===== src/design/membridge_pkg.sv =====
// shared widths, register map and config word layout of the memory bridge
// all addresses and lengths are counted in 64-bit words
`default_nettype none

package membridge_pkg;

    localparam int ADDR64_BITS   = 29;  // word address / length width
    localparam int BURST_LOG2    = 4;   // 16-word max burst
    localparam int PAGE_LOG2     = 7;   // 128 words per page
    localparam int PAGE_SEL_BITS = 2;   // four pages
    localparam int DATA_BITS     = 64;

    // register map, 3-bit address
    localparam logic [2:0] REG_CTRL      = 3'd0;
    localparam logic [2:0] REG_LO_ADDR64 = 3'd1;  // window base
    localparam logic [2:0] REG_SIZE64    = 3'd2;  // window size, rolls to base
    localparam logic [2:0] REG_START64   = 3'd3;  // start offset in window
    localparam logic [2:0] REG_LEN64     = 3'd4;  // total transfer length
    localparam logic [2:0] REG_WIDTH64   = 3'd5;  // scan line width

    typedef logic [ADDR64_BITS-1:0] addr64_t;

    // one register data word, read as ctrl bits or as a word address
    typedef union packed {
        struct packed {
            logic [28:0] rsvd;
            logic        keep_addr;  // continue from previous end address
            logic        start;
            logic        enable;
        } ctrl;
        struct packed {
            logic [2:0] rsvd;
            addr64_t    addr;
        } word;
    } cfg_word_u;

endpackage

`default_nettype wire


===== src/design/page_buf_if.sv =====
// read side of the line buffer, two-stage read (rd then regen)
`timescale 1ns/10ps
`default_nettype none

interface page_buf_if;
    import membridge_pkg::*;

    logic                     rd;     // ram read strobe
    logic                     regen;  // output register enable
    logic [PAGE_SEL_BITS-1:0] page;
    logic [PAGE_LOG2-1:0]     word;
    logic [DATA_BITS-1:0]     rdata;  // valid the cycle after regen

    modport reader (output rd, regen, page, word, input rdata);
    modport buffer (input rd, regen, page, word, output rdata);
endinterface

`default_nettype wire


===== src/design/buf_read_ctrl.sv =====
// reads the line buffer into the W channel, wvalid two cycles after rd
// a page ends at line end, at word 127, or at the final word of the transfer
// the last word of a page waits for a second ready page unless it is the final word
`timescale 1ns/10ps
`default_nettype none

module buf_read_ctrl #(
    parameter int FRAME_WIDTH_BITS = 13
) (
    input  wire                                hclk,
    input  wire                                rst,
    input  wire                                started_i,
    input  wire                                enable_i,
    input  wire membridge_pkg::addr64_t        len64_i,
    input  wire [FRAME_WIDTH_BITS:0]           last_in_line_i,
    input  wire                                page_ready_i,
    input  wire                                page_reset_i,
    input  wire [7:0]                          wcount_i,
    page_buf_if.reader                         rd,
    output logic [membridge_pkg::DATA_BITS-1:0] wdata_o,
    output logic                               wvalid_o,
    output logic                               wlast_o,
    output logic                               next_page_o
);
    import membridge_pkg::*;

    logic                      page_ready_r, wd_safe;
    logic [2:0]                pages_ready;  // filled pages not yet returned
    logic [PAGE_SEL_BITS-1:0]  page;
    logic [FRAME_WIDTH_BITS:0] in_line;      // next word position in line
    addr64_t                   left64;       // words still to read
    logic [BURST_LOG2-1:0]     beat_cnt;
    logic [2:0]                rd_pipe, last_pipe;

    wire final_word   = left64 == addr64_t'(1);
    wire last_in_line = in_line == last_in_line_i;
    wire last_in_page = last_in_line || (&in_line[PAGE_LOG2-1:0]);
    wire rd_w         = started_i && wd_safe && (|left64) &&
                        ((|pages_ready[2:1]) ||
                         (pages_ready[0] && (!last_in_page || final_word)));
    wire next_w       = rd_w && (last_in_page || final_word);  // page handed back

    assign rd.rd    = rd_pipe[0];
    assign rd.regen = rd_pipe[1];
    assign wdata_o  = rd.rdata;
    assign wvalid_o = rd_pipe[2];
    assign wlast_o  = last_pipe[2];

    always_ff @(posedge hclk) begin
        if (rd_w) begin  // address registered for the ram read
            rd.page <= page;
            rd.word <= in_line[PAGE_LOG2-1:0];
        end
        last_pipe <= {last_pipe[1:0], (&beat_cnt) || final_word};
    end

    always_ff @(posedge hclk or posedge rst) begin
        if (rst) begin
            page_ready_r <= 1'b0;
            wd_safe      <= 1'b0;
            pages_ready  <= '0;
            page         <= '0;
            in_line      <= '0;
            left64       <= '0;
            beat_cnt     <= '0;
            rd_pipe      <= '0;
            next_page_o  <= 1'b0;
        end else begin
            page_ready_r <= page_ready_i;  // started is set by the same pulse
            wd_safe      <= enable_i && !wcount_i[7] && !(&wcount_i[6:3]);  // below ~120
            rd_pipe      <= {rd_pipe[1:0], rd_w};
            next_page_o  <= next_w;

            if (!started_i)                   pages_ready <= '0;
            else if (page_ready_r && !next_w) pages_ready <= pages_ready + 1'b1;
            else if (!page_ready_r && next_w) pages_ready <= pages_ready - 1'b1;

            if (page_reset_i)  page <= '0;
            else if (next_w)   page <= page + 1'b1;

            if (!started_i) begin
                in_line  <= '0;
                left64   <= len64_i;
                beat_cnt <= '0;
            end else if (rd_w) begin
                in_line  <= last_in_line ? '0 : in_line + 1'b1;
                left64   <= left64 - 1'b1;
                beat_cnt <= beat_cnt + 1'b1;  // bursts are 16 words except the last
            end
        end
    end
endmodule

`default_nettype wire


===== src/flat_wrapper.sv =====
// flat-port wrapper written by rule: the top's interface ports become plain ports
module buf_read_ctrl_flat import membridge_pkg::*;
#(
    parameter int FRAME_WIDTH_BITS = 13
)
  (hclk, rst, started_i, enable_i, len64_i, last_in_line_i, page_ready_i, page_reset_i, wcount_i, wdata_o, wvalid_o, wlast_o, next_page_o, rd_rd, rd_regen, rd_page, rd_word, rd_rdata);
  page_buf_if rd_i ();
  input  wire hclk;
  input  wire rst;
  input  wire started_i;
  input  wire enable_i;
  input  wire membridge_pkg::addr64_t len64_i;
  input  wire [FRAME_WIDTH_BITS:0] last_in_line_i;
  input  wire page_ready_i;
  input  wire page_reset_i;
  input  wire [7:0] wcount_i;
  output logic [membridge_pkg::DATA_BITS-1:0] wdata_o;
  output logic wvalid_o;
  output logic wlast_o;
  output logic next_page_o;
  output wire logic [$bits(rd_i.rd)-1:0] rd_rd;
  output wire logic [$bits(rd_i.regen)-1:0] rd_regen;
  output wire logic [$bits(rd_i.page)-1:0] rd_page;
  output wire logic [$bits(rd_i.word)-1:0] rd_word;
  input wire logic [$bits(rd_i.rdata)-1:0] rd_rdata;
  assign rd_rd = rd_i.rd;
  assign rd_regen = rd_i.regen;
  assign rd_page = rd_i.page;
  assign rd_word = rd_i.word;
  assign rd_i.rdata = rd_rdata;
  buf_read_ctrl #(.FRAME_WIDTH_BITS(FRAME_WIDTH_BITS)) u_core (.hclk(hclk), .rst(rst), .started_i(started_i), .enable_i(enable_i), .len64_i(len64_i), .last_in_line_i(last_in_line_i), .page_ready_i(page_ready_i), .page_reset_i(page_reset_i), .wcount_i(wcount_i), .rd(rd_i), .wdata_o(wdata_o), .wvalid_o(wvalid_o), .wlast_o(wlast_o), .next_page_o(next_page_o));
endmodule

===== config.mk =====
export PLATFORM = sky130hd
export DESIGN_NAME = buf_read_ctrl_flat
export DESIGN_NICKNAME = d
export VERILOG_FILES = /design/src/design/membridge_pkg.sv /design/src/design/page_buf_if.sv /design/src/design/buf_read_ctrl.sv /design/src/flat_wrapper.sv
export SDC_FILE = /design/constraint.sdc
export NUM_CORES = 1
export LEC_CHECK = 0
export ABC_AREA = 1
export ABC_CLOCK_PERIOD_IN_PS = 2800
export BUFFER_PORTS_ARGS = -buffer_cell sky130_fd_sc_hd__buf_4
export CAP_MARGIN = 20
export CORE_MARGIN = 3
export CORE_UTILIZATION = 40
export CTS_BUF_LIST = sky130_fd_sc_hd__clkbuf_16
export DETAILED_ROUTE_END_ITERATION = 6
export GPL_TIMING_DRIVEN = 0
export PLACE_DENSITY = 0.69
export SLEW_MARGIN = 20
export SYNTH_ARGS = -nofsm -noshare
export SYNTH_HDL_FRONTEND = slang
export SYNTH_SLANG_ARGS = --single-unit

===== constraint.sdc =====
create_clock -name hclk -period 2.8 [get_ports hclk]
set_input_delay 0 -clock hclk [delete_from_list [all_inputs] [get_ports hclk]]
set_output_delay 0 -clock hclk [all_outputs]
set_load 0.01 [all_outputs]

---- Yosys cells after proc, flatten, opt, wreduce, memory -nomap -nowiden ----
Cells that the tools add are included.
word-level totals
  flip-flop bits (word level) ............. 70
  input bits .............................. 121
  output and inout port bits .............. 78
  logic and storage cells ................. 59
cells by class
  $add $sub $neg .......................... 6
  eq/ne operators ......................... 4
  mux-type cells .......................... 12
  reductions and logical operators ........ 25
operator list
  operator                                                                 count
  29-bit 2-to-1 mux                                                        2
  14-bit 2-to-1 mux                                                        3
  29-bit by 1-bit equality test with 1-bit output, second input constant   1
  29-bit OR reduction                                                      1
  29-bit by 1-bit subtractor with 29-bit output, second input constant     1
  14-bit by 1-bit adder with 14-bit output, second input constant          1
  14-bit equality test                                                     1
  1-bit logical AND                                                        9
  3-bit 2-to-1 mux                                                         3
  4-bit 2-to-1 mux                                                         2
  4-bit AND reduction                                                      2
  7-bit AND reduction                                                      1
  1-bit zero test                                                          5
  1-bit logical OR                                                         5
  4-bit by 1-bit adder with 4-bit output, second input constant            1
  2-bit 2-to-1 mux                                                         2
  3-bit by 1-bit adder with 3-bit output, second input constant            1
  3-bit by 1-bit inequality test with 1-bit output, second input constant  1
  3-bit by 1-bit subtractor with 3-bit output, second input constant       1
  2-bit by 1-bit adder with 2-bit output, second input constant            1
  2-bit by 1-bit inequality test with 1-bit output, second input constant  1
  2-bit nonzero test                                                       1
  2-bit OR reduction                                                       1

---- Logic depth before layout (Yosys ltp) ----
  word-level depth ........................ 12
  depth in mapped cells ................... 20
  depth with buffers taken out ............ 20

---- Worst setup path after synthesis ----
OpenSTA, ideal clock, no wires.
  kind .................................... register to register
  start point ............................. register u_core.left64[0]
  end point ............................... register u_core.pages_ready[2]
  library setup time ...................... 0.118 ns
  arrival time ............................ 2.308 ns
  data required time ...................... 2.682 ns
  slack ................................... 0.374 ns
  stages on the path, launching flop included .. 19
  buffers on the path ..................... 0
  period minus slack after synthesis ...... 2.426 ns
  path through ............................ dfrtp_1 -> inv_1 -> ha_1 -> nand2_2 -> nor2_4 -> nand3_2 -> nor2_4 -> nand3_2 -> nand2_2 -> nor2_2 -> nand3_1 -> nand2_1 -> inv_1 -> fa_1 -> xor2_1 -> inv_1 -> nand2_1 -> nand3_1 -> nand2_1
between the ends
  longest elaborated chain between the ends .. 10
  elaborated cells on any way between the ends .. 15
  classes of those cells .................. 2 x eq/ne; 2 x mux; 11 x reduce/logical
RTL lines
  item                                             RTL line             RTL
  from (decl)                                      buf_read_ctrl.sv:31  addr64_t left64;
  from (signal assigned)                           buf_read_ctrl.sv:83  left64 <= len64_i;
  from (signal assigned)                           buf_read_ctrl.sv:87  left64 <= left64 - 1'b1;
  29-bit by 1-bit equality test with 1-bit output  buf_read_ctrl.sv:35  wire final_word = left64 == addr64_t'(1);
  1-bit logical OR                                 buf_read_ctrl.sv:40  (pages_ready[0] && (!last_in_page || final_word)));
  1-bit logical AND                                buf_read_ctrl.sv:40
  1-bit logical OR                                 buf_read_ctrl.sv:39  ((|pages_ready[2:1]) ||
  1-bit logical AND                                buf_read_ctrl.sv:38  wire rd_w = started_i && wd_safe && (|left64) &&
  1-bit logical AND *                              buf_read_ctrl.sv:41  wire next_w = rd_w && (last_in_page || final_word);
  1-bit zero test                                  buf_read_ctrl.sv:75  else if (page_ready_r && !next_w) pages_ready <= pages_ready + 1'b1;
  1-bit logical AND                                buf_read_ctrl.sv:75
  3-bit 2-to-1 mux                                 buf_read_ctrl.sv:75
  3-bit 2-to-1 mux                                 buf_read_ctrl.sv:74  if (!started_i) pages_ready <= '0;
  to (signal assigned)                             buf_read_ctrl.sv:75
  to (signal assigned)                             buf_read_ctrl.sv:76  else if (!page_ready_r && next_w) pages_ready <= pages_ready - 1'b1;
  to (decl)                                        buf_read_ctrl.sv:28  logic [2:0] pages_ready;
Every way passes the cells marked *; elsewhere a longest branch is shown, timed or not.
A chain may end at the register's enable or synchronous reset.

---- Worst setup path after layout ----
  start point ............................. register u_core.left64[0]
  end point ............................... register u_core.pages_ready[1]
The elaborated chain is that of the path after synthesis.

==> impl_metrics.toml <==
[timing]
hold_violations = 0
fmax_mhz = 381
fin_skew_ns = 0.00768
fin_tns_setup_ns = 0
tightestPinTransition_ns = 0.728
setup_violations = 0
slew_headroom_pct = 51.0
period_share_pct = 93.7
slew_violations = 0
final.min_clock_period_ns = 2.62

[logic_synthesis]
synth_edf_count = 9
synth_area_per_cell_um2 = 7.64
yosys_warnings = 0
synth_top_area_share_pct = 31.6
synth_nets = 727
synthTopCellsByArea = "dfrtp_1 32%, nand2_1 12%, buf_4 11%"
netlist_area_um2 = 4590
synthFlopType = "dfrtp_1"
ys_async_sr_fraction_pct = 82.9
ys_types = 43
ys_seq_area_share_pct = 38.8
yosysTopAreaCell = "dfrtp_1"
netlist_instances = 601
synth-seq-cells = 70

[power]
internal_power_mw = 2.24
seqPwrFrac_pct = 37.9
power_switching_mw = 0.947
power.total_mw = 3.19
power_frac_comb_pct = 23.6
peakVddDrop_uv = 362
power_density_nw_per_um2 = 491
power_switching_share_pct = 29.7
power.leakage_nw = 3.18
clock_power_share_pct = 38.4

[critical_path]
crit_top_cell = "nor2_4"
crit_buf_inv = 2
max_stage_delay_ns = 0.40
required_ns = 3.08
critPathTopFamily = "simple AND/OR/NAND/NOR gates"
worstPathArrival_ns = 2.90
critical_path_class = "reg2reg"
cp_slowest_cell = "fa_1"
crit_path_start_kind = "flop"
end_kind = "flop"
path_cells = "inv_1 > ha_1 > nand2_2 > nor2_4 > nand3_2 > nor2_4 > nand3_2 > nand2_2 > nor2_4 > nand3_4 > nand2_4 > inv_1 > fa_1 > nor2_1 > nand2_1 > nand2_1"
critPathMaxFanout = 6

[global_routing]
grt_start_max_net_pins = 38
antenna_found_initial = 0
grt_pass1_vias = 4294
overflow = 0
grt.total_usage_pct = 19.5
grt_pass1_wl_mm = 20.1

[die]
core_um2 = 11000
io_pins = 199
rows = 38
die_y_um = 113
start_util_pct = 41.6
die-area_um2 = 12800
die_x_um = 113

[detailed_routing]
drt_iter0_drc = 304
drt.antenna.violating_nets = 0
drt_first_pass_iters = 5
drc_errors = 0
totalWireLength_mm = 12.8
vias = 4414
via_per_inst = 4.79
routedWlPerCell_um = 13.8

[layout]
diodes = 0
final_util_pct = 58.9
fin_area_um2 = 6490
areaGrowthSynthToFinish_pct = 41.4
nNetsFinal = 903
drive_gt1_share_pct = 33.1

[placed_design]
port_buffers = 130
gp_congestion = 0.885
placed_cell_area_um2 = 5770
hpwl_mm = 9.58

[clocking]
cts_tree = "done"
cts.sinks = 70
path_clk_slew_ns = 0.06
root_buffer = "clkbuf_16"
cts_buffer_depth = 2
htree_levels = 3
clock_latency_ns = 0.33
cts_inserted_buffers = 9

[job]
max_cap_violations = 0

[status]
status = "finished, final reports clean"

[min_path]
hp-class = "in2reg"
[what timing repair did]
action                                  CTS  global route
setup buffers                             0             3
endpoints found under the setup margin    1             2
gates resized for setup                   2            15
hold buffers                             31             0
pin swaps                                 0             4
endpoints found under the hold margin    88             0
[worst register-to-register path: stages, from the launching register on]
cell and delay (ns):
dfrtp_1 0.38, inv_1 0.13, ha_1 0.28, nand2_2 0.11
nor2_4 0.15, nand3_2 0.12, nor2_4 0.19, nand3_2 0.09
nand2_2 0.10, nor2_4 0.06, nand3_4 0.11, nand2_4 0.08
inv_1 0.07, fa_1 0.40, nor2_1 0.14, nand2_1 0.09
nand2_1 0.06
[registers in the layout, summed over array words and instances, names as in the netlist]
name	flops
u_core.page_ready_r	1
u_core.next_page_o	1
u_core.last_pipe	3
u_core.wd_safe	1
u_core.in_line	14
u_core.pages_ready	3
u_core.left64	29
u_core.rd_pipe	3
u_core.page	2
u_core.beat_cnt	4
u_core.rd.word	7
u_core.rd.page	2
[power groups by stage]
stage	Sequential [mW]	Combinational (mW)	Clock [mW]
global route	1.22	0.839	1.29
floorplan	1.21	0.449	0
detailed placement	1.22	0.689	0
CTS	1.20	0.731	1.24
finish	1.21	0.754	1.23
global placement	1.22	0.670	0
[metal layers]
metal	track usage [%]	vias up	share of wire (%)
met1	24.6	2000	40
met4	3.93	0	0.82
met2	34.4	201	51
li1	-	2201	-
met3	4.33	12	7.3
met5	0	-	0
[cell families (layout without fill, tap and decap cells)]
group | after synthesis | in the layout | synth area share, %
xor gates and xnor gates | 28 | 28 | 5.34
DFF | 70 | 70 | 38.8
AOI/OAI and AO/OA | 70 | 70 | 9.89
and+or+nand+nor | 278 | 278 | 26.3
adders and majority gates | 5 | 5 | 1.53
buffers and inverters | 150 | 331 | 18.1
[Yosys cell counts, types with 4 or more instances]
cell	number
buf_2	5
buf_4	66
o211ai_1	5
a21oi_1	7
nor3_1	11
xor2_1	24
dfrtp_1	58
o21ai_0	31
nand2_2	4
xnor2_1	4
ha_1	4
o22ai_1	7
clkbuf_1	6
nand4_1	10
edfxtp_1	9
nand2_1	146
inv_1	70
a31oi_2	6
nand3_1	26
nor2_1	64
[final cells by class]
type | instances | area [µm²]
Fill cell | 1003 | 4540
Sequential cell | 70 | 1790
Multi-Input combinational cell | 381 | 2050
Buffer | 79 | 566
Clock buffer | 10 | 250
Timing Repair Buffer | 165 | 1330
Tap cell | 140 | 175
Clock inverter | 6 | 72.6
Inverter | 71 | 269
[cell usage in the layout (no fill, tap or decap), types with 3 or more instances in the layout]
master / Yosys / routed
dfxtp_1: 3 / 3
edfxtp_1: 9 / 9
o21ai_0: 31 / 31
buf_4: 66 / 199
nand3_1: 26 / 25
o22ai_1: 7 / 7
dlygate4sd3_1: 0 / 31
ha_1: 4 / 3
clkbuf_16: 0 / 10
inv_6: 0 / 3
xnor2_1: 4 / 4
xor2_1: 24 / 23
o211ai_1: 5 / 5
nor2_4: 3 / 5
a21oi_1: 7 / 7
nand2_2: 4 / 5
nand2_1: 146 / 144
nor3_1: 11 / 10
inv_1: 70 / 68
nand2_4: 2 / 3
clkbuf_1: 6 / 6
buf_2: 5 / 5
nand4_1: 10 / 10
a31oi_2: 6 / 6
dfrtp_1: 58 / 55
nor2_1: 64 / 63
dfrtp_2: 0 / 3
[metrics by stage]
| stage | setup WS (ns) | hold WS, ns | cells |
|---|---|---|---|
| floorplan | 0.374 | 0.0314 | 601 |
| global route | -0.0123 | 0.0280 | 922 |
| finish | 0.175 | 0.0122 | 922 |
| global placement | 0.0835 | 0.112 | 871 |
| detailed placement | 0.000892 | -0.0110 | 872 |
| CTS | 0.0111 | 0.000774 | 919 |
[path summary, 6_finish.rpt]
check	start	depth (start not counted)	to	slack, ns
max in group asynchronous	rst	4	u_core.in_line[1]	2.11
max reg2reg	u_core.left64[0]	16	u_core.pages_ready[1]	0.18
min reg2reg	u_core.last_pipe[0]	0	u_core.last_pipe[1]	0.33
max	u_core.left64[0]	16	u_core.pages_ready[1]	0.18
min	len64_i[26]	5	u_core.left64[26]	0.01
min in group asynchronous	rst	3	u_core.left64[7]	0.17
Power figures use the tool's default switching activity.
