--- config.mk ---
export PLATFORM = sky130hd
export DESIGN_NAME = burst_addr_gen
export DESIGN_NICKNAME = d
export VERILOG_FILES = /design/src/design/membridge_pkg.sv /design/src/design/burst_addr_gen.sv
export SDC_FILE = /design/constraint.sdc
export NUM_CORES = 1
export LEC_CHECK = 0
export ABC_CLOCK_PERIOD_IN_PS = 2300
export BUFFER_PORTS_ARGS = -buffer_cell sky130_fd_sc_hd__clkbuf_2
export CAP_MARGIN = 20
export CORE_AREA = 2 2 115 117
export CTS_CLUSTER_SIZE = 8
export DETAILED_ROUTE_END_ITERATION = 8
export DIE_AREA = 0 0 117 119
export PLACE_DENSITY = 0.75
export SLEW_MARGIN = 5
export SYNTH_ARGS = -nofsm -noshare
export SYNTH_HDL_FRONTEND = slang
export SYNTH_SLANG_ARGS = --single-unit
--- constraint.sdc ---
create_clock -name hclk -period 2.3 [get_ports hclk]
set_input_delay 0 -clock hclk [delete_from_list [all_inputs] [get_ports hclk]]
set_output_delay 0 -clock hclk [all_outputs]
set_load 0.05 [all_outputs]
--- src/design/membridge_pkg.sv ---
// shared widths, register map and config word layout of the memory bridge
// all addresses and lengths are counted in 64-bit words
`default_nettype none

package membridge_pkg;

    localparam int ADDR64_BITS   = 29;  // word address / length width
    localparam int BURST_LOG2    = 4;   // 16-word max burst
    localparam int PAGE_LOG2     = 7;   // 128 words per page
    localparam int PAGE_SEL_BITS = 2;   // four pages
    localparam int DATA_BITS     = 64;

    // register map, 3-bit address
    localparam logic [2:0] REG_CTRL      = 3'd0;
    localparam logic [2:0] REG_LO_ADDR64 = 3'd1;  // window base
    localparam logic [2:0] REG_SIZE64    = 3'd2;  // window size, rolls to base
    localparam logic [2:0] REG_START64   = 3'd3;  // start offset in window
    localparam logic [2:0] REG_LEN64     = 3'd4;  // total transfer length
    localparam logic [2:0] REG_WIDTH64   = 3'd5;  // scan line width

    typedef logic [ADDR64_BITS-1:0] addr64_t;

    // one register data word, read as ctrl bits or as a word address
    typedef union packed {
        struct packed {
            logic [28:0] rsvd;
            logic        keep_addr;  // continue from previous end address
            logic        start;
            logic        enable;
        } ctrl;
        struct packed {
            logic [2:0] rsvd;
            addr64_t    addr;
        } word;
    } cfg_word_u;

endpackage

`default_nettype wire

--- src/design/burst_addr_gen.sv ---
// rolling window address and AW issue, one burst per 3+ cycles
// the last burst may be partial and is not checked for rollover
`timescale 1ns/10ps
`default_nettype none

module burst_addr_gen (
    input  wire                    hclk,
    input  wire                    rst,
    input  wire                    start_i,
    input  wire                    keep_addr_i,
    input  wire                    enable_i,
    input  wire                    started_i,
    input  wire membridge_pkg::addr64_t lo_addr64_i,
    input  wire membridge_pkg::addr64_t size64_i,
    input  wire membridge_pkg::addr64_t start64_i,
    input  wire membridge_pkg::addr64_t len64_i,
    input  wire [5:0]              wacount_i,
    output membridge_pkg::addr64_t awaddr_o,  // relative to lo_addr64_i
    output logic [3:0]             awlen_o,
    output logic                   awvalid_o,
    output logic                   left_zero_o,
    output logic [7:0]             bursts_o
);
    import membridge_pkg::*;

    localparam int      ADV_DELAY   = 3;  // lets the registered flags settle
    localparam addr64_t BURST_WORDS = addr64_t'(1 << BURST_LOG2);

    addr64_t                          rel_addr;
    addr64_t                          left64;     // words not yet covered by AW
    logic [ADDR64_BITS-BURST_LOG2-1:0] last_blk;  // last block before rollover
    logic                             last_burst, rollover, low4_zero, wa_safe;
    logic [ADV_DELAY-1:0]             adv_d;

    wire adv_w = started_i && wa_safe && (|left64);

    assign awaddr_o    = rel_addr;  // holds during the awvalid pulse
    assign left_zero_o = low4_zero && last_burst;

    always_ff @(posedge hclk) begin
        last_blk   <= size64_i[ADDR64_BITS-1:BURST_LOG2] - 1'b1;
        last_burst <= !(|left64[ADDR64_BITS-1:BURST_LOG2]);
        low4_zero  <= !(|left64[BURST_LOG2-1:0]);
        rollover   <= rel_addr[ADDR64_BITS-1:BURST_LOG2] == last_blk;
        awlen_o    <= (|left64[ADDR64_BITS-1:BURST_LOG2]) ? 4'hf : left64[3:0] - 1'b1;

        if (start_i && !keep_addr_i) rel_addr <= start64_i;  // else keep end address
        else if (awvalid_o)          rel_addr <= last_burst ? rel_addr + left64[3:0] :
                                                 rollover   ? '0 : rel_addr + BURST_WORDS;

        if (start_i)        left64 <= len64_i;
        else if (awvalid_o) left64 <= last_burst ? '0 : left64 - BURST_WORDS;
    end

    always_ff @(posedge hclk or posedge rst) begin
        if (rst) begin
            awvalid_o <= 1'b0;
            adv_d     <= '0;
            wa_safe   <= 1'b0;
            bursts_o  <= '0;
        end else begin
            awvalid_o <= adv_w && !awvalid_o && !(|adv_d);
            adv_d     <= {adv_d[ADV_DELAY-2:0], awvalid_o};
            wa_safe   <= enable_i && !wacount_i[5] && !(&wacount_i[4:2]);  // below ~28
            if (!started_i)     bursts_o <= '0;
            else if (awvalid_o) bursts_o <= bursts_o + 1'b1;
        end
    end
endmodule

`default_nettype wire

### After elaboration in Yosys (flattened, before gate mapping)

Cells that the tools add are included.

| storage, ports and cells | value |
|---|---|
| bits in registers | 103 |
| input port bits | 128 |
| output and inout port bits | 43 |
| word-level logic and storage cells | 50 |

| operators by class | value |
|---|---|
| add/subtract/negate cells | 6 |
| equal/unequal tests | 2 |
| muxes and demuxes | 9 |
| reduce and logical (&&, ||, !) cells | 22 |

Operators with widths:

| cell | number |
|---|---|
| 2-to-1 mux 29 bit | 7 |
| adder 29 x 4 -> 29 bit | 1 |
| adder 29 x 5 -> 29 bit, second input constant | 1 |
| OR reduction 29 bit | 1 |
| subtractor 29 x 5 -> 29 bit, second input constant | 1 |
| equality test 25 bit | 1 |
| OR reduction 25 bit | 1 |
| subtractor 25 x 1 -> 25 bit, second input constant | 1 |
| 2-to-1 mux 8 bit | 2 |
| adder 8 x 1 -> 8 bit, second input constant | 1 |
| logical AND 1 bit | 8 |
| zero test 1 bit | 7 |
| nonzero test 2 bit | 2 |
| OR reduction 4 bit | 1 |
| subtractor 4 x 1 -> 4 bit, second input constant | 1 |
| AND reduction 3 bit | 1 |
| OR reduction 3 bit | 1 |
| inequality test 2 x 1 -> 1 bit, second input constant | 1 |

### Logic depth before layout (Yosys ltp)

Gate-level depths: netlist (run 1).

| logic depth | value |
|---|---|
| depth in word-level cells | 5 |
| gate-level depth with buffers | 8 |
| depth with buffers taken out | 7 |

### Worst setup path after synthesis (run 1)

Ideal clock, no wire load.

| timing | value |
|---|---|
| path type | reg-to-reg |
| start | register rel_addr[0] (netlist: awaddr_o[0]) |
| end | register rel_addr[20] (netlist: awaddr_o[20]) (data pin) |
| library setup time | 0.257 ns |
| arrival time | 2.403 ns |
| data required time | 2.043 ns |
| path slack | -0.360 ns |
| cell stages (with the launch flop) | 8 |
| path buffers | 0 |
| period minus slack after synthesis | 2.660 ns |
| path through | edfxtp_1 > ha_1 > fa_1 > a21o_1 > a21oi_1 > a21boi_1 > a41o_1 > a32o_1 |

| on the way | value |
|---|---|
| word-level cells in the longest chain between the ends | 5 |
| elaborated cells on any way between the ends | 6 |
| those cells by class | add/sub (2); mux (4) |

RTL lines:

| item | line | text |
|---|---|---|
| start: declaration | burst_addr_gen.sv:29 | `addr64_t rel_addr;` |
| start signal: assignment | burst_addr_gen.sv:47 | `if (start_i && !keep_addr_i) rel_addr <= start64_i;` |
| start signal: assignment | burst_addr_gen.sv:48 | `else if (awvalid_o) rel_addr <= last_burst ? rel_addr + left64[3:0] :` |
| adder 29 x 5 -> 29 bit | burst_addr_gen.sv:49 | `rollover ? '0 : rel_addr + BURST_WORDS;` |
| 2-to-1 mux 29 bit | burst_addr_gen.sv:49 |  |
| 2-to-1 mux 29 bit (*) (2 in a row) | burst_addr_gen.sv:48 |  |
| 2-to-1 mux 29 bit (*) | burst_addr_gen.sv:47 |  |

Every way passes the cells marked *; elsewhere a longest branch is shown, timed or not. The select of a mux whose other input is x is not followed.
A chain may end at the register's enable or synchronous reset.

### Final worst setup path (run 1)

| timing | value |
|---|---|
| start | register left64[0] |
| end | register rel_addr[26] (netlist: awaddr_o[26]) (data pin) |

| on the way | value |
|---|---|
| word-level cells in the longest chain between the ends | 4 |

RTL lines:

| item | line | text |
|---|---|---|
| start: declaration | burst_addr_gen.sv:30 | `addr64_t left64;` |
| start signal: assignment | burst_addr_gen.sv:51 | `if (start_i) left64 <= len64_i;` |
| start signal: assignment | burst_addr_gen.sv:52 | `else if (awvalid_o) left64 <= last_burst ? '0 : left64 - BURST_WORDS;` |
| adder 29 x 4 -> 29 bit | burst_addr_gen.sv:48 |  |
| 2-to-1 mux 29 bit (2 in a row) | burst_addr_gen.sv:48 |  |
| 2-to-1 mux 29 bit | burst_addr_gen.sv:47 |  |

Every way passes these cells. The select of a mux whose other input is x is not followed.

==> run metrics, run 1 <==
outcome=completed; Synthesized Nets=733; total power=4.64 mW; GPL Wtd Cong=0.949; Max Cap Violations=0; core area=12,900 sq um; Reg clk slew, reported paths=0.07 ns; critical path arrival=2.38 ns; antenna violations before repair=0; worst path bufs/invs=1; crit end category=register; Commonest cells post-synth=87 x nand2_1, 58 x edfxtp_1, 47 x xor2_1; worst min path class=in -> reg; crit-path cells=ha_2 > fa_2 > a21o_1 > a211o_4 > buf_6 > nand3_4 > or4_1 > nand3_1; via/cell ratio=5.43; # H-tree levels=3; area leader, netlist=edfxtp_1; Total Nets Final=992; Synth area leaders=edfxtp_1 30%, dfxtp_1 11%, xor2_1 7.1%; DRT Pass-1 Iters=5; DIE AREA=13,900 sq um; PwrDens=559 nW/um^2; ys async rst share=12.6%; CP delay by family, top=compound AO/OA/AOI/OAI gates; DP HPWL=11.6 mm; EDFF count, synth=58; kind of critical path=reg -> reg; final hold vios=0; number of remaining DRC errors=0; CP max stage delay=0.41 ns; top-count cell post-synth=nand2_1; die span in y=119 um; crit path max-delay cell type=edfxtp_1; largest net degree at the start of global routing=37; I/O pin count=171; initial core utilization=45.0%; worst vdd ir=0.000375 V; Synth Warn #=0; Port Buffers=135; crit path time final=2.28 ns; worst-skew pair later-pin latency=0.35 ns; Clock Tree Buf Depth=2; global-route wire length before repair=26.6 mm; Pleak=3.42 nW; fin area=8300 sq um; CTS tree=done; post-synth top area share=30.1%; Synth cell types=57; RSZ-0062 raised after global routing=true; Post-Route Skew=0.00813 ns; CTS buffer count=9; fraction of layout cells with a size suffix above 1=26.4%; CTS root buf=clkbuf_16; fmax=0.439 GHz; Antenna Nets Post-Route=0; Mapped Cells=593; Initial DRC Count=431; Via Count=5,613; vias in the first global route=5,656; post-synthesis sequential area ratio=46.7%; Worst Tran Pin Value=0.619 ns; final period utilization=99.1%; final wirelength=17.3 mm; area of placed instances=6880 sq um; Worst setup SP type=register; Clock Sinks=103; syn avg cell area=9.77 sq um; DR WL/cell=16.7 um; # rows=42; CP Max Fanout=7; Post-Syn Area=5790 sq um; antenna cells=0; max-slew violation count=0; grt total ovfl=0; Finish-stage setup viols=0; GRT Util Overall=24.5%; Req. time, crit path=2.40 ns; Die X=117 um; flop and latch count out of synthesis=103; Worst slew margin=58.4%; Most used DFF post-synth=edfxtp_1; Layout Area Growth over Synthesis=43.3%
layer usage:
layer  global-route usage (%)  vias up  share of wire [%]
li1                         -     2654                  -
met1                     27.9     2687                 40
met2                     44.3      223                 52
met3                     4.48       49                5.2
met4                     10.3        0                3.2
met5                        0        -                  0
tightest hold or removal path: stages:
cell and delay, ns:
clkbuf_2 0.12, nor2_1 0.06, nand2_1 0.08, xnor2_1 0.06
worst paths after layout:
kind,from,endpoint,slack [ns],cells past startpoint
max,left64[0],awaddr_o[26],0.02,8
min,size64_i[6],last_blk[4],0.02,4
max reg2reg,left64[0],awaddr_o[26],0.02,8
min reg2reg,adv_d[1],adv_d[2],0.38,0
max in group asynchronous,rst,bursts_o[1],1.80,3
min in group asynchronous,rst,bursts_o[6],0.18,3
stage by stage:
stage               util (%)  worst slack [ns]  instances  TNS, ns  hold WS (ns)
finish                  64.5            0.0203       1033        0        0.0239
global route            64.5           -0.0503       1033   -0.247        0.0580
CTS                     63.2           0.00802       1026        0       0.00118
detailed placement      53.5           -0.0173        913  -0.0173        0.0187
global placement        53.5            0.0852        913        0       0.00695
floorplan                  -            -0.130        593   -0.617        -0.123
cells by family (layout without fill, tap and decap cells):
family                   Yosys count  in the layout  share of synthesized area, %
adder cells (fa/ha/maj)           12             12                          2.72
AND/OR/NAND/NOR                  252            252                          23.9
flip-flops                       103            103                          46.7
multiplexers                       1              1                         0.173
XOR/XNOR                          85             85                          12.9
AO/OA/AOI/OAI                    104            104                          11.1
buffers and inverters             36            300                          2.48
registers in the layout, indices dropped and copies added, names as in the netlist:
| name | count |
|---|---|
| adv_d | 3 |
| left64 | 29 |
| last_burst | 1 |
| low4_zero | 1 |
| awvalid_o | 1 |
| awaddr_o | 29 |
| awlen_o | 4 |
| rollover | 1 |
| last_blk | 25 |
| bursts_o | 8 |
| wa_safe | 1 |
cell usage in the layout, fill, tap and decap left out, types with 14 or more instances in the layout:
master         instances
buf_4                 37
clkbuf_2             135
dfxtp_1               32
dlygate4sd3_1         97
edfxtp_1              58
nand2_1               87
nand3_1               19
nor2_1                32
nor3_1                14
o21ai_0               39
xnor2_1               38
xor2_1                47
report_power, final:
part           total, mW  leakage, nW  internal, mW  switching (mW)
combinational      0.972         2.26         0.426           0.547
clock               1.47        0.143         0.804           0.662
sequential          2.20         1.01          2.09           0.106
total               4.64         3.42          3.32            1.31
area by class of cell:
| type | count | area, sq um |
|---|---|---|
| inverter | 13 | 48.8 |
| multi-input combinational | 454 | 3100 |
| sequential | 103 | 2710 |
| clock buffer | 13 | 264 |
| fill | 1016 | 4570 |
| tap | 176 | 220 |
| timing repair buffer | 271 | 1950 |
| clock inverter | 3 | 18.8 |
repair_timing:
action                                 CTS  global route
cloned                                   0             0
resized for setup                        1            18
hold buffers                            97             0
pin swaps                                0             9
endpoints found under the hold margin  105             0
setup endpoints to repair                1            14
buffers inserted                         0             7
(Power assumes the default switching activity.)
==> run 2, diff against run 1 <==
--- a/config.mk
+++ b/config.mk
@@ -8,9 +8,9 @@
 export ABC_CLOCK_PERIOD_IN_PS = 2300
-export BUFFER_PORTS_ARGS = -buffer_cell sky130_fd_sc_hd__clkbuf_2
 export CAP_MARGIN = 20
-export CORE_AREA = 2 2 115 117
+export CORE_AREA = 2 2 103 105
 export CTS_CLUSTER_SIZE = 8
 export DETAILED_ROUTE_END_ITERATION = 8
-export DIE_AREA = 0 0 117 119
-export PLACE_DENSITY = 0.75
+export DIE_AREA = 0 0 105 107
+export DONT_BUFFER_PORTS = 1
+export PLACE_DENSITY = 0.8
 export SLEW_MARGIN = 5
==> constraint.sdc (replaced) <==
create_clock -name hclk -period 2.3 [get_ports hclk]
set_input_delay 0.46 -clock hclk [delete_from_list [all_inputs] [get_ports hclk]]
set_output_delay 0.46 -clock hclk [all_outputs]
set_load 0.05 [all_outputs]
==> run 2 against run 1 <==
Effect of this change: first-iteration DRC count fell by 32%; utilization rose by 0.68 points; via count fell by 18%; power fell by 13%; setup slack improved by 0.032 ns; critical path type unchanged; maximum frequency rose by 1.4%; final cell count fell by 25%; die area fell by 19%; register-to-register slack improved by 0.03 ns.
==> run metrics, run 2 (same netlist as run 1, synthesis figures left out) <==
total power=4.05 mW; Post-Route Skew=0.00806 ns; worst-skew pair later-pin latency=0.37 ns; met2 wire length=7.10 mm; Req. time, crit path=2.53 ns; met1 wire length=5.59 mm; Clock Sinks=103; pre-CTS setup slack=0.0238 ns; final setup TNS=0 ns; antenna cells=0; # rows=37; Worst Tran Pin Value=0.673 ns; core area=10,100 sq um; final hold vios=0; fraction of layout cells with a size suffix above 1=14.9%; crit end category=register; Total Nets Final=773; Initial DRC Count=293; Finish-stage setup viols=0; kind of critical path=reg -> reg; Clock Tree Buf Depth=2; Worst slew margin=55.2%; critical path arrival=2.48 ns; max-slew violation count=0; fmax=0.445 GHz; fin area=6580 sq um; worst min path class=in -> reg; DR WL met3=957 um; # H-tree levels=3; Max Used Layer=met4; Layout Area Growth over Synthesis=13.5%; worst vdd ir=0.000313 V; antenna violations before repair=0; GPL Wtd Cong=0.859; Antenna Nets Post-Route=0; global-route wire length before repair=22.5 mm; final wirelength=13.9 mm; outcome=completed; vias in the first global route=4,758; Port Buffers=0; Worst setup SP type=register; I/O pin count=171; final period utilization=97.7%; CP Max Fanout=8; Die X=105 um; DIE AREA=11,200 sq um; RSZ-0062 raised after global routing=true; crit path time final=2.25 ns; largest net degree at the start of global routing=38; r2r worst-path depth=8; FILL cells=847; Via Count=4,590; DRT Pass-1 Iters=5; PwrDens=616 nW/um^2; die span in y=107 um; number of remaining DRC errors=0; CTS tree=done; Pleak=2.46 nW; post-route worst setup slack=0.0525 ns; GRT Util Overall=25.1%; Reg clk slew, reported paths=0.10 ns; CTS buffer count=9; Max Cap Violations=0; hold path cells=1; DP HPWL=10.4 mm; DR WL/cell=17.9 um; initial core utilization=57.4%; most common cell after layout, fill and taps aside=nand2_1; via/cell ratio=5.93; CTS root buf=clkbuf_8; area of placed instances=6300 sq um; commonest non-fill, non-tap cells in the layout=87 x nand2_1, 58 x edfxtp_1, 51 x buf_4, 47 x xor2_1, 40 x o21ai_0; grt total ovfl=0
run 2: cell count changes in the layout (fill, tap and decap cells not counted), sizes merged:
cell	before	now
clkbuf	148	11
clkinvlp	0	1
buf	39	51
inv	13	14
dlygate4sd3	97	1
run 2: critical path, stage by stage (launching register included):
cell	delay, ns
edfxtp_1	0.42
ha_2	0.23
fa_2	0.34
a21o_1	0.20
a211o_4	0.40
buf_4	0.16
a31oi_2	0.17
a31oi_1	0.07
o21ai_1	0.13
run 2: area by class of cell:
class                   count  area (sq um)  area share (%)
flip-flops and latches    103          2710            41.2
multi-input cells         454          3060            46.5
well taps                 136           170            2.59
inverters                  13          48.8           0.742
repair buffers             52           393            5.97
clock buffers              11           174            2.64
clock inverters             5          26.3           0.400
run 2: worst paths after layout:
check,start,endpoint,slack [ns]
min in group asynchronous,rst,bursts_o[5],0.53
max reg2reg,left64[0],awaddr_o[18],0.05
max,left64[0],awaddr_o[18],0.05
min,wacount_i[5],wa_safe,0.15
min reg2reg,adv_d[0],adv_d[1],0.38
max in group asynchronous,rst,adv_d[0],1.45
run 2: report_power, final:
group / total (mW) / switching, mW / leakage, nW / internal (mW)
logic: 0.710 / 0.444 / 1.35 / 0.266
registers: 2.19 / 0.101 / 1.01 / 2.09
clock network: 1.15 / 0.628 / 0.101 / 0.518
total: 4.05 / 1.17 / 2.46 / 2.88
run 2: timing repair:
item,CTS,global route
setup buffers,0,1
pin swaps,0,4
hold buffers,1,0
resized for setup,1,9
endpoints found under the hold margin,13,0
setup endpoints to repair,1,13
run 2: through the flow:
step                      util (%)  hold WS (ns)  instances
final                         65.2         0.154        774
after global routing          65.2         0.142        774
after CTS                     64.5         0.142        773
after detailed placement      62.4         0.366        756
after global placement        62.4         0.362        756
after floorplan                  -         0.337        593
run 2: routing by layer:
metal  global-route usage, %  up-vias
li1                        -     2223
met1                    29.4     2183
met2                    45.1      166
met3                    5.90       18
met4                    8.86        0
met5                       0        -
