### config.mk
export PLATFORM = sky130hd
export DESIGN_NAME = xfer_sequencer
export DESIGN_NICKNAME = d
export VERILOG_FILES = /design/src/design/xfer_sequencer.sv
export SDC_FILE = /design/constraint.sdc
export NUM_CORES = 1
export LEC_CHECK = 0
export BUFFER_PORTS_ARGS = -buffer_cell sky130_fd_sc_hd__buf_2
export CAP_MARGIN = 20
export CORE_UTILIZATION = 30
export DETAILED_ROUTE_END_ITERATION = 10
export PLACE_DENSITY = 0.57
export SLEW_MARGIN = 20
export SYNTH_ARGS = -nofsm -noshare
export SYNTH_HDL_FRONTEND = slang
export SYNTH_SLANG_ARGS = --single-unit
### constraint.sdc
create_clock -name hclk -period 3.6 [get_ports hclk]
set_input_delay 0.72 -clock hclk [delete_from_list [all_inputs] [get_ports hclk]]
set_output_delay 0.72 -clock hclk [all_outputs]
set_load 0.01 [all_outputs]
### src/design/xfer_sequencer.sv
// transfer state, B response count and done
// done rises on the edge busy_o falls, cleared by start or by enable low
`timescale 1ns/10ps
`default_nettype none

module xfer_sequencer (
    input  wire       hclk,
    input  wire       rst,
    input  wire       start_i,
    input  wire       enable_i,
    input  wire       page_ready_i,
    input  wire       left_zero_i,
    input  wire [7:0] bursts_i,
    input  wire       bvalid_i,
    output logic      started_o,
    output logic      busy_o,
    output logic      done_o
);
    logic       busy_r, bvalid_r, over, pre_done;
    logic [7:0] bresp_cnt;  // bursts confirmed on B

    always_ff @(posedge hclk or posedge rst) begin
        if (rst) begin
            busy_r    <= 1'b0;
            started_o <= 1'b0;
            bvalid_r  <= 1'b0;
            bresp_cnt <= '0;
            over      <= 1'b0;
            busy_o    <= 1'b0;
            pre_done  <= 1'b0;
            done_o    <= 1'b0;
        end else begin
            if (start_i)   busy_r <= 1'b1;
            else if (over) busy_r <= 1'b0;

            if (!busy_r)           started_o <= 1'b0;
            else if (page_ready_i) started_o <= 1'b1;  // first page in the buffer

            bvalid_r <= bvalid_i;
            if (!busy_r)        bresp_cnt <= '0;
            else if (bvalid_r)  bresp_cnt <= bresp_cnt + 1'b1;

            over     <= left_zero_i && (bursts_i == bresp_cnt) && started_o;
            busy_o   <= busy_r;
            pre_done <= busy_r && over;  // lines done up with busy_o falling

            if (!enable_i)     done_o <= 1'b0;
            else if (pre_done) done_o <= 1'b1;
            else if (start_i)  done_o <= 1'b0;
        end
    end
endmodule

`default_nettype wire

# == Yosys cells after proc, flatten, opt, wreduce, memory -nomap -nowiden ==
# Index checks and enable logic that the tools add are counted.
# word_totals
register_bits,15
input_bits,15
out_inout_bits,3
# op_classes
add_sub_neg,1
n_eq_ne,4
n_mux,9
n_reduce_logical,4
# op_table
op,n
two-way mux 8 bit,2
adder 8 x 1 -> 8 bit (second input constant),1
== test 8 bit,1
two-way mux 1 bit,7
logical AND 1 bit,3
inequality test 3 x 2 -> 1 bit (second input constant),1
inequality test 2 x 1 -> 1 bit (second input constant),1
inequality test 2 bit (second input constant),1
nonzero test 2 bit,1

# == Logic depth before layout (Yosys ltp) ==
# Gate-level depths: netlist of run 1.
# depth
ltp_word,3
mapped_depth,4
mapped_depth_nobuf,4

# == Worst setup path after synthesis of run 1 ==
# Ideal clock, no wire load.
# synth_timing
path_type,register to register
startpoint,reg bresp_cnt[0]
endpoint,reg bresp_cnt[6]
setup_ns,0.077
t_arrival_ns,1.196
t_required_ns,3.523
setup_slack_ns,2.327
path_stages_with_launch,5
n_path_buf,0
synth_period_minus_slack_ns,1.273
path_cell_list,dfrtp_1 -> ha_1 -> nand4_1 -> or3_1 -> a21oi_1
# synth_between
elab_chain_len,3
# synth_lines
element,line,source
"start, declared",20,logic [7:0] bresp_cnt;
"start signal, assigned",41,else if (bvalid_r) bresp_cnt <= bresp_cnt + 1'b1;
adder 8 x 1 -> 8 bit,41,
two-way mux 8 bit,41,
two-way mux 8 bit,40,if (!busy_r) bresp_cnt <= '0;
# Every way passes these cells. The select of a mux whose other input is x is not followed.
# A chain may end at the register's enable or synchronous reset.

# == Worst setup path in the final report of run 1 ==
# layout_timing
startpoint,reg started_o
endpoint,out started_o
# layout_lines
element,line,source
"start, declared",15,"output logic started_o,"
"start signal, assigned",25,started_o <= 1'b0;
"start signal, assigned",36,if (!busy_r) started_o <= 1'b0;
"start signal, assigned",37,else if (page_ready_i) started_o <= 1'b1;
# No word-level cell between the ends.

==> results.md, run 1 <==
* Setup Crit Path Kind: flop to output port
* Beginning of the critical path: started_o
* CP startpoint kind: flop
* Starting DRC count in detailed routing at 10
* Worst R2R Start: bresp_cnt[0]
* GRT busiest layer: met2
* Worst Path Arrival at 0.83 ns
* Tmin final at 1.55 ns
* Total CTS buffers at 3
* Vias/cell at 4.72
* Worst skew pair latency at 0.28 ns
* CP delay by family, top: flip-flops
* Max-slew violations at 0
* First-pass GRT wire length at 2330 um
* RSZ-0062 raised after global routing: false
* DRC violations left at 0
* Warnings, synthesis at 0
* Initial antenna violation count at 0
* Worst rel slew slack at 62.2%
* Area of the multi-input gates at 292 um^2
* Part of the Yosys area used for sequential elements at 55.7%
* Setup Fix Bufs, Post-CTS at 0
* Largest net degree at the start of global routing at 16
* Area leader, netlist: dfrtp_1
* Port buffer count at 17
* # diodes at 0
* Mapped cell area at 674 um^2
* Max incr delay on CP at 0.41 ns
* I/O pins at 18
* Met3 Use GR at 5.61%
* Final worst-path cycle share at 43.2%
* Power per Cell Area at 588 nW/um^2
* Worst VDD drop at 0.294 mV
* Status: complete, no violations
* Area growth syn-to-layout at 21.5%
* Routed wire length at 1280 um
* Setup_tns at 0 ns
* Rows at 16
* Die W at 49.4 um
* Clock buffer depth at 2
* DRT antenna net count at 0
* Die ar. at 2440 um^2
* Storage cell area at 375 um^2
* Nets@finish at 99
* All-Layer GR Usage at 12.9%
* Wire per inst at 11.8 um
* H-tree levels at 1
* Clock-pin slew on the worst setup and hold paths at 0.09 ns
* Root buf cell: clkbuf_4
* Global routing usage on met2 at 20.5%
* Vias in the first global route at 529
* Max-Cap Viols at 0
* Met1 Use GR at 15.8%
* Avg Cell Area, Syn at 11.1 um^2
* CP required at 2.88 ns
* Hold Path Origin: over
* Crit end category: output port
* Starting density of the core at 33.0%
* Critical path's slowest cell: dfrtp_1
* Core area at 2040 um^2
* Cell variety after synth at 22
* CP Max Fanout at 3
* First-pass DRT Iterations at 6
* Slew @ Worst Pin at 0.567 ns
* Layout cell share with drive strength beyond 1 at 26.8%
* Worst-path cell chain: buf_2
* Upper clock frequency limit at 643 MHz
* Filler cell count at 229
* Buf/Inv on CP at 1
* Skew final at 0.00354 ns
* LEAKAGE at 0.000367 uW
* Final setup violation count at 0
* Cells after synthesis at 61
* Worst Hold Class: flop to flop
* Top cells by area, synth: dfrtp_1, xnor2_1, nor2_1
* GR Overflow Total at 0
* Synth Register Bits at 15
* Die Y-Extent at 49.4 um
* CTS Hold Buffers Added at 0
* Area share of the largest cell type after synthesis at 55.7%
* GPL Wtd Cong at 0.734
* Syn_nets at 77
* Worst hold slack at 0.450 ns
* CTS tree: built
* Routed vias at 515
* Post_cts resized at 0
* Count of final hold-check violations at 0
* Sink Count at 15
==> logic make-up (layout without fill, tap and decap cells) <==
group           count (synthesis)  in the layout  share of synthesized area, %
simple gates                   22             22                          16.7
flops                          15             15                          55.7
xor+xnor                       12             12                          15.6
compound gates                  8              8                          7.61
buf+inv                         2             23                          1.11
fa+ha+maj                       1              1                          1.85
mux                             1              1                          1.48
==> power breakdown <==
| group | switching (uW) | internal, uW | total (uW) | leakage (uW) |
|---|---|---|---|---|
| combinational | 60.0 | 69.3 | 129 | 0.000172 |
| clock | 52.6 | 43.0 | 95.6 | 0.0000150 |
| sequential | 52.0 | 205 | 257 | 0.000180 |
| total | 165 | 318 | 482 | 0.000367 |
==> area by class of cell <==
class | count | share of cell area, %
Inverter | 2 | 0.916
Clock buffer | 4 | 3.21
Timing Repair Buffer | 17 | 10.4
Sequential cell | 15 | 45.8
Multi-Input combinational cell | 44 | 35.6
Tap cell | 27 | 4.12
==> flip-flops by register name, indices dropped and copies added (netlist names) <==
signal / cells
done_o: 1
busy_r: 1
bvalid_r: 1
bresp_cnt: 8
over: 1
started_o: 1
pre_done: 1
busy_o: 1
==> layout by cell type (no fill, tap or decap) <==
master / synthesis / routed
o21a_1: 2 / 2
nor2_1: 7 / 7
o31a_1: 1 / 1
xor2_1: 3 / 3
clkbuf_1: 0 / 1
nand4_1: 2 / 2
ha_1: 1 / 1
xnor2_1: 9 / 9
clkbuf_4: 0 / 3
a21oi_1: 2 / 2
buf_2: 0 / 17
inv_1: 1 / 1
mux2i_1: 1 / 1
or3_1: 2 / 2
nand3_1: 2 / 2
nor4_1: 1 / 1
o21bai_1: 1 / 1
nor3_1: 1 / 1
nor2b_1: 1 / 1
nand4_2: 1 / 1
o21ai_1: 2 / 2
nand2_1: 4 / 4
dfrtp_1: 15 / 15
inv_2: 1 / 1
and2_1: 1 / 1
==> cells in the mapped netlist <==
library cell	number
a21oi_1	2
and2_1	1
dfrtp_1	15
ha_1	1
inv_1	1
inv_2	1
mux2i_1	1
nand2_1	4
nand3_1	2
nand4_1	2
nand4_2	1
nor2_1	7
nor2b_1	1
nor3_1	1
nor4_1	1
o21a_1	2
o21ai_1	2
o21bai_1	1
o31a_1	1
or3_1	2
xnor2_1	9
xor2_1	3
==> final timing paths <==
check | slack [ns] | cells past startpoint | to
worst min-delay path | 0.45 | 1 | busy_r
worst max register to register | 2.23 | 4 | bresp_cnt[6]
max in group asynchronous | 2.75 | 2 | bresp_cnt[2]
worst min register to register | 0.45 | 1 | busy_r
worst max-delay path | 2.05 | 1 | started_o
min in group asynchronous | 0.48 | 2 | bresp_cnt[5]
==> per-stage QoR <==
stage	setup WS [ns]	cells	utilization, %	area (um^2)	total power (uW)
after CTS	2.03	109	40.1	820	491
after detailed placement	2.24	105	38.8	793	393
after floorplan	2.33	61	-	674	354
after global placement	2.27	105	38.8	793	390
final	2.05	109	40.1	820	482
after global routing	2.00	109	40.1	820	526
==> per-layer routing <==
metal,vias to the layer above,routed length (um)
li1,252,-
met5,-,0
met1,246,607
met3,0,70
met4,0,0
met2,17,603
No activity file was read; power rests on OpenSTA's default activity.
==> run 2, diff against run 1 <==
PLACE_DENSITY = 0.59   (was 0.57)
clock period = 1.3 ns   (was 3.6 ns; I/O delays follow)
==> results.md, run 2 (same netlist as run 1, synthesis figures left out) <==
* Non-Filler Instances at 113 (+3.7%)
* Clock network power share at 18.8% (-1.0 points)
* Die W at 49.4 um (unchanged)
* R2r endpoint: bresp_cnt[7]
* Count of final hold-check violations at 0 (unchanged)
* Final worst-path cycle share at 94.9%
* I/O pins at 18 (unchanged)
* Worst R2R Start: bvalid_r
* Worst VDD drop at 0.769 mV (+160%)
* H-tree levels at 1 (unchanged)
* Total CTS buffers at 3 (unchanged)
* CP startpoint kind: flop
* Setup_tns at 0 ns (unchanged)
* Nets@finish at 103 (+4.0%)
* Setup Crit Path Kind: flop to flop
* Largest net degree at the start of global routing at 16 (unchanged)
* Max-slew violations at 0 (unchanged)
* Most flops, register: bresp_cnt
* Filler cell count at 215 (-6.1%)
* Detailed-placement wirelength estimate at 944 um
* Crit end category: flop
* Worst-path cell chain: nand4_2 -> o31a_1 -> o21a_1
* Power per Cell Area at 1670 nW/um^2 (+180%)
* Tmin final at 1.23 ns
* Wire per inst at 11.7 um (-0.30%)
* Clock-pin slew on the worst setup and hold paths at 0.10 ns (about the same)
* Die ar. at 2440 um^2 (unchanged)
* Root buf cell: clkbuf_4
* Comb pwr share at 32.6% (+5.8 points)
* Commonest non-fill, non-tap cell in the layout: buf_2
* Worst R2R Path Depth at 3 (-1)
* Worst rel slew slack at 61.2% (-0.99 points)
* Critical path's slowest cell: dfrtp_2
* Max-Cap Viols at 0 (unchanged)
* Rows at 16 (unchanged)
* Pint at 945 uW (+200%)
* Worst skew pair latency at 0.28 ns (about the same)
* Skew final at 0.00385 ns (+0.000319 ns)
* Setup Fix Bufs, Post-CTS at 0 (unchanged)
* Upper clock frequency limit at 810 MHz
* GR Overflow Total at 0 (unchanged)
* Buf/Inv on CP at 0 (-1)
* Final setup violation count at 0 (unchanged)
* CP delay by family, top: compound AO/OA/AOI/OAI gates
* Port buffer count at 17 (unchanged)
* Routed vias at 512 (-0.58%)
* CP required at 1.48 ns (-1.40 ns)
* Area growth syn-to-layout at 27.3%
* Clock buffer depth at 2 (unchanged)
* Layout cell share with drive strength beyond 1 at 34.9% (+8.1 points)
* DRC violations left at 0 (unchanged)
* LEAKAGE at 0.000386 uW (+5.1%)
* Worst Path Arrival at 1.42 ns (+0.59 ns)
* Max incr delay on CP at 0.43 ns (+0.02 ns)
* Max FFs per register at 8 (unchanged)
* RSZ-0062 raised after global routing: false
* First-pass DRT Iterations at 4 (-2)
* Vias in the first global route at 523 (-1.1%)
* Placed insts at 109 (+3.8%)
* Vias/cell at 4.53 (-4.1%)
* First-pass GRT wire length at 2230 um (-4.5%)
* Routed wire length at 1320 um (+3.4%)
* DRT antenna net count at 0 (unchanged)
* Switching share of total power at 34.3% (+0.15 points)
* CTS tree: built
* Die Y-Extent at 49.4 um (unchanged)
* Starting DRC count in detailed routing at 8 (-2)
* Starting density of the core at 33.0% (unchanged)
* Initial antenna violation count at 0 (unchanged)
* Switch Pwr at 493 uW (+200%)
* # diodes at 0 (unchanged)
* GPL Wtd Cong at 0.732 (-0.27%)
* Core area at 2040 um^2 (unchanged)
* Slew @ Worst Pin at 0.582 ns (+0.0148 ns)
* Setup slack, reg-to-reg at 0.07 ns (-2.16 ns)
* Worst Hold Class: input port to asynchronous set/reset pin
* Status: complete, no violations
* All-Layer GR Usage at 12.7% (-0.19 points)
* Sequential share of power at 48.6% (-4.8 points)
* CP Max Fanout at 5 (+2)
* Most frequent cells in the layout: buf_2, dfrtp_1, xnor2_1
* Sink Count at 15 (unchanged)
==> run 2: cell type report <==
cell class                      count  area (um^2)  area share (%)
Sequential cell                    15          377            43.9
Multi-Input combinational cell     44          298            34.7
Timing Repair Buffer               21          115            13.4
Tap cell                           27         33.8            3.94
Clock buffer                        3         22.5            2.62
Inverter                            2         7.51           0.875
Clock inverter                      1         5.00           0.583
==> run 2: worst max path at each step <==
stage                        end  cells after the start    startpoint  slack, ns
global placement    bresp_cnt[6]                      4  bresp_cnt[1]       0.07
global route        bresp_cnt[7]                      3  bresp_cnt[2]      0.008
floorplan           bresp_cnt[6]                      4  bresp_cnt[0]       0.03
finish              bresp_cnt[7]                      3      bvalid_r       0.07
CTS                 bresp_cnt[7]                      3      bvalid_r       0.01
detailed placement  bresp_cnt[7]                      3      bvalid_r       0.04
==> run 2: stage by stage <==
stage	total power, uW	util, %	hold slack, ns	instance area, um^2	setup slack, ns
global placement	1150	40.3	0.341	823	0.0652
global route	1560	42.0	0.0536	858	0.00773
detailed placement	1170	40.3	0.356	823	0.0426
CTS	1450	41.7	0.0366	851	0.0129
floorplan	979	-	0.161	674	0.0270
finish	1440	42.0	0.0179	858	0.0661
==> run 2: per-layer routing <==
layer  up-vias  share of wire [%]  GRT usage [%]
li1        257                  -              -
met1       242                 44           14.3
met2        11                 51           21.7
met3         2                3.6           4.05
met4         0               0.98           5.71
met5         -                  0              0
==> run 2: worst register-to-register path: stages, from the launching register on <==
cell	delay (ns)
dfrtp_2	0.43
nand4_2	0.20
o31a_1	0.34
o21a_1	0.18
==> run 2: repair_timing <==
item	4_1_cts	5_1_grt
resized for setup	0	3
setup endpoints to repair	0	3
hold buffers	0	0
==> run 2: power groups by stage <==
stage	logic, uW	clock network (uW)	registers, uW
floorplan	287	0	692
global placement	451	0	696
detailed placement	464	0	704
CTS	467	287	697
global route	535	306	717
finish	468	271	699
==> run 3, diff against run 2 <==
ABC_AREA = 1   (was not set)
PLACE_DENSITY = 0.58   (was 0.59)
==> results.md, run 3 <==
* Final std cell area, no fill at 920 um^2 (+7.1%)
* Starting density of the core at 31.7% (-1.3 points)
* # diodes at 0 (unchanged)
* Max-slew violations at 0 (unchanged)
* GPL Wtd Cong at 0.792 (+8.1%)
* DRT antenna net count at 0 (unchanged)
* CP startpoint kind: flop
* Initial antenna violation count at 0 (unchanged)
* Storage cell area at 375 um^2 (-0.33%)
* Most flops, register: bresp_cnt
* Mapped cell area at 778 um^2 (+15%)
* Power per Cell Area at 1530 nW/um^2 (-8.7%)
* Worst Path Arrival at 1.35 ns (-0.07 ns)
* Worst rel slew slack at 62.2% (+1.0 points)
* Upper clock frequency limit at 863 MHz (+6.4%)
* Area growth syn-to-layout at 18.2%
* Top cells by area, synth: dfrtp_1, nand2_1, inv_1
* Most used DFF post-synth: dfrtp_1
* Setup Crit Path Kind: flop to flop
* Most frequent cells in the layout: nand2_1, inv_1, buf_2
* Core area at 2450 um^2 (+20%)
* Total CTS buffers at 3 (unchanged)
* Async SR Flop Fraction at 100% (unchanged)
* Commonest cells post-synth: nand2_1, inv_1, dfrtp_1
* Clock-pin slew on the worst setup and hold paths at 0.09 ns (about the same)
* Slew @ Worst Pin at 0.567 ns (-0.0152 ns)
* DRC violations left at 0 (unchanged)
* Nets@finish at 135 (+31%)
* Worst R2R Start: bresp_cnt[0]
* Starting DRC count in detailed routing at 11 (+3)
* LEAKAGE at 0.000503 uW (+30%)
* Rows at 18 (+2)
* Die W at 52.9 um (+7.1%)
* Final setup violation count at 0 (unchanged)
* Cells after synthesis at 98 (+61%)
* Crit end category: flop
* Max-Cap Viols at 0 (unchanged)
* Routed vias at 664 (+30%)
* Worst skew pair latency at 0.29 ns (about the same)
* Beginning of the critical path: bresp_cnt[0]
* Setup Fix Bufs, Post-CTS at 0 (unchanged)
* CP required at 1.49 ns (about the same)
* RSZ-0062 raised after global routing: false
* Die ar. at 2800 um^2 (+15%)
* Syn_nets at 114 (+48%)
* Leading cell type by number of instances after synthesis: nand2_1
* Post_cts resized at 0 (unchanged)
* First-pass DRT Iterations at 6 (+2)
* Area share of the largest cell type after synthesis at 48.2% (-7.4 points)
* Synth Register Bits at 15 (unchanged)
* Filler cell count at 258 (+20%)
* Worst Hold Class: input port to asynchronous set/reset pin
* Worst hold slack at 0.00417 ns (-0.0137 ns)
* Final WS setup at 0.141 ns (+0.0748 ns)
* Post-Place Worst Slack at 0.144 ns (+0.101 ns)
* CTS Hold Buffers Added at 0 (unchanged)
* GR Overflow Total at 0 (unchanged)
* Tmin final at 1.16 ns (-0.0748 ns)
* Setup slack, reg-to-reg at 0.14 ns (+0.07 ns)
* Vias in the first global route at 567 (+8.4%)
* Avg Cell Area, Syn at 7.94 um^2 (-28%)
* Status: complete, no violations
* Commonest non-fill, non-tap cell in the layout: nand2_1
* EDFF count, synth at 0 (unchanged)
* Area of the multi-input gates at 324 um^2 (+8.8%)
* Vias/cell at 4.49 (-0.98%)
* Port buffer count at 17 (unchanged)
* Cell variety after synth at 16 (-27%)
* Root buf cell: clkbuf_4
* Max FFs per register at 8 (unchanged)
* Part of the Yosys area used for sequential elements at 48.2% (-7.4 points)
* DP Area at 893 um^2 (+8.5%)
* Area leader, netlist: dfrtp_1
* Warnings, synthesis at 0 (unchanged)
* CP Max Fanout at 6 (+1)
* Skew final at 0.00372 ns (-0.000138 ns)
* Routed wire length at 1500 um (+13%)
* Wire per inst at 10.1 um (-14%)
* Die Y-Extent at 52.9 um (+7.1%)
* H-tree levels at 1 (unchanged)
* Setup_tns at 0 ns (unchanged)
* CTS tree: built
* Detailed-placement wirelength estimate at 1090 um (+15%)
* Clock buffer depth at 2 (unchanged)
* Sink Count at 15 (unchanged)
* I/O pins at 18 (unchanged)
* Count of final hold-check violations at 0 (unchanged)
* Final worst-path cycle share at 89.2% (-5.8 points)
* R2r endpoint: bresp_cnt[6]
* Worst R2R Path Depth at 6 (+3)
* Worst VDD drop at 0.659 mV (-14%)
* All-Layer GR Usage at 12.2% (-0.44 points)
* First-pass GRT wire length at 2390 um (+7.1%)
* Layout cell share with drive strength beyond 1 at 23.7% (-11 points)
* Largest net degree at the start of global routing at 16 (unchanged)
==> run 3: logic make-up after synthesis <==
logic type	Yosys count	share of synthesized area, %
simple gates	46	27.2
flops	15	48.2
buf+inv	19	10.1
fa+ha+maj	1	1.61
compound gates	14	9.49
xor+xnor	3	3.38
==> run 3: critical path, cell delays in order, from the launching register on <==
cell and delay [ns]:
dfrtp_1 0.45, ha_1 0.20, nand2_2 0.08, nor2_4 0.15, nand3_1 0.08, nand2_1 0.06
nor2_1 0.03
==> run 3: layout make-up <==
class	instances	share of cell area, %
flip-flops and latches	15	40.8
multi-input cells	64	35.2
repair buffers	18	10.1
inverters	17	6.94
well taps	30	4.08
clock buffers	4	2.86
==> run 3: worst max path at each step <==
stage	endpoint	slack (ns)	cells after the start
after floorplan	bresp_cnt[6]	0.26	6
after CTS	bresp_cnt[6]	0.13	6
final	bresp_cnt[6]	0.14	6
after global routing	bresp_cnt[6]	0.06	6
after global placement	bresp_cnt[6]	0.23	6
after detailed placement	bresp_cnt[6]	0.14	6
==> run 3: power breakdown <==
group | total (uW) | internal [uW] | switching, uW
Clock | 279 | 120 | 159
Sequential | 718 | 568 | 150
Combinational | 408 | 179 | 229
Total | 1410 | 867 | 539
==> run 3: metal layers <==
layer	vias to the layer above	wire, um	global-route usage, %
li1	341	-	-
met1	299	700	16.5
met2	19	676	17.5
met3	5	73	1.72
met4	0	45	9.21
met5	-	0	0
==> run 3: stage by stage <==
step	total power (uW)	util, %	instances
after floorplan	1040	-	98
after global placement	1120	36.4	144
after detailed placement	1140	36.4	144
after CTS	1420	37.5	148
after global routing	1500	37.5	148
final	1410	37.5	148
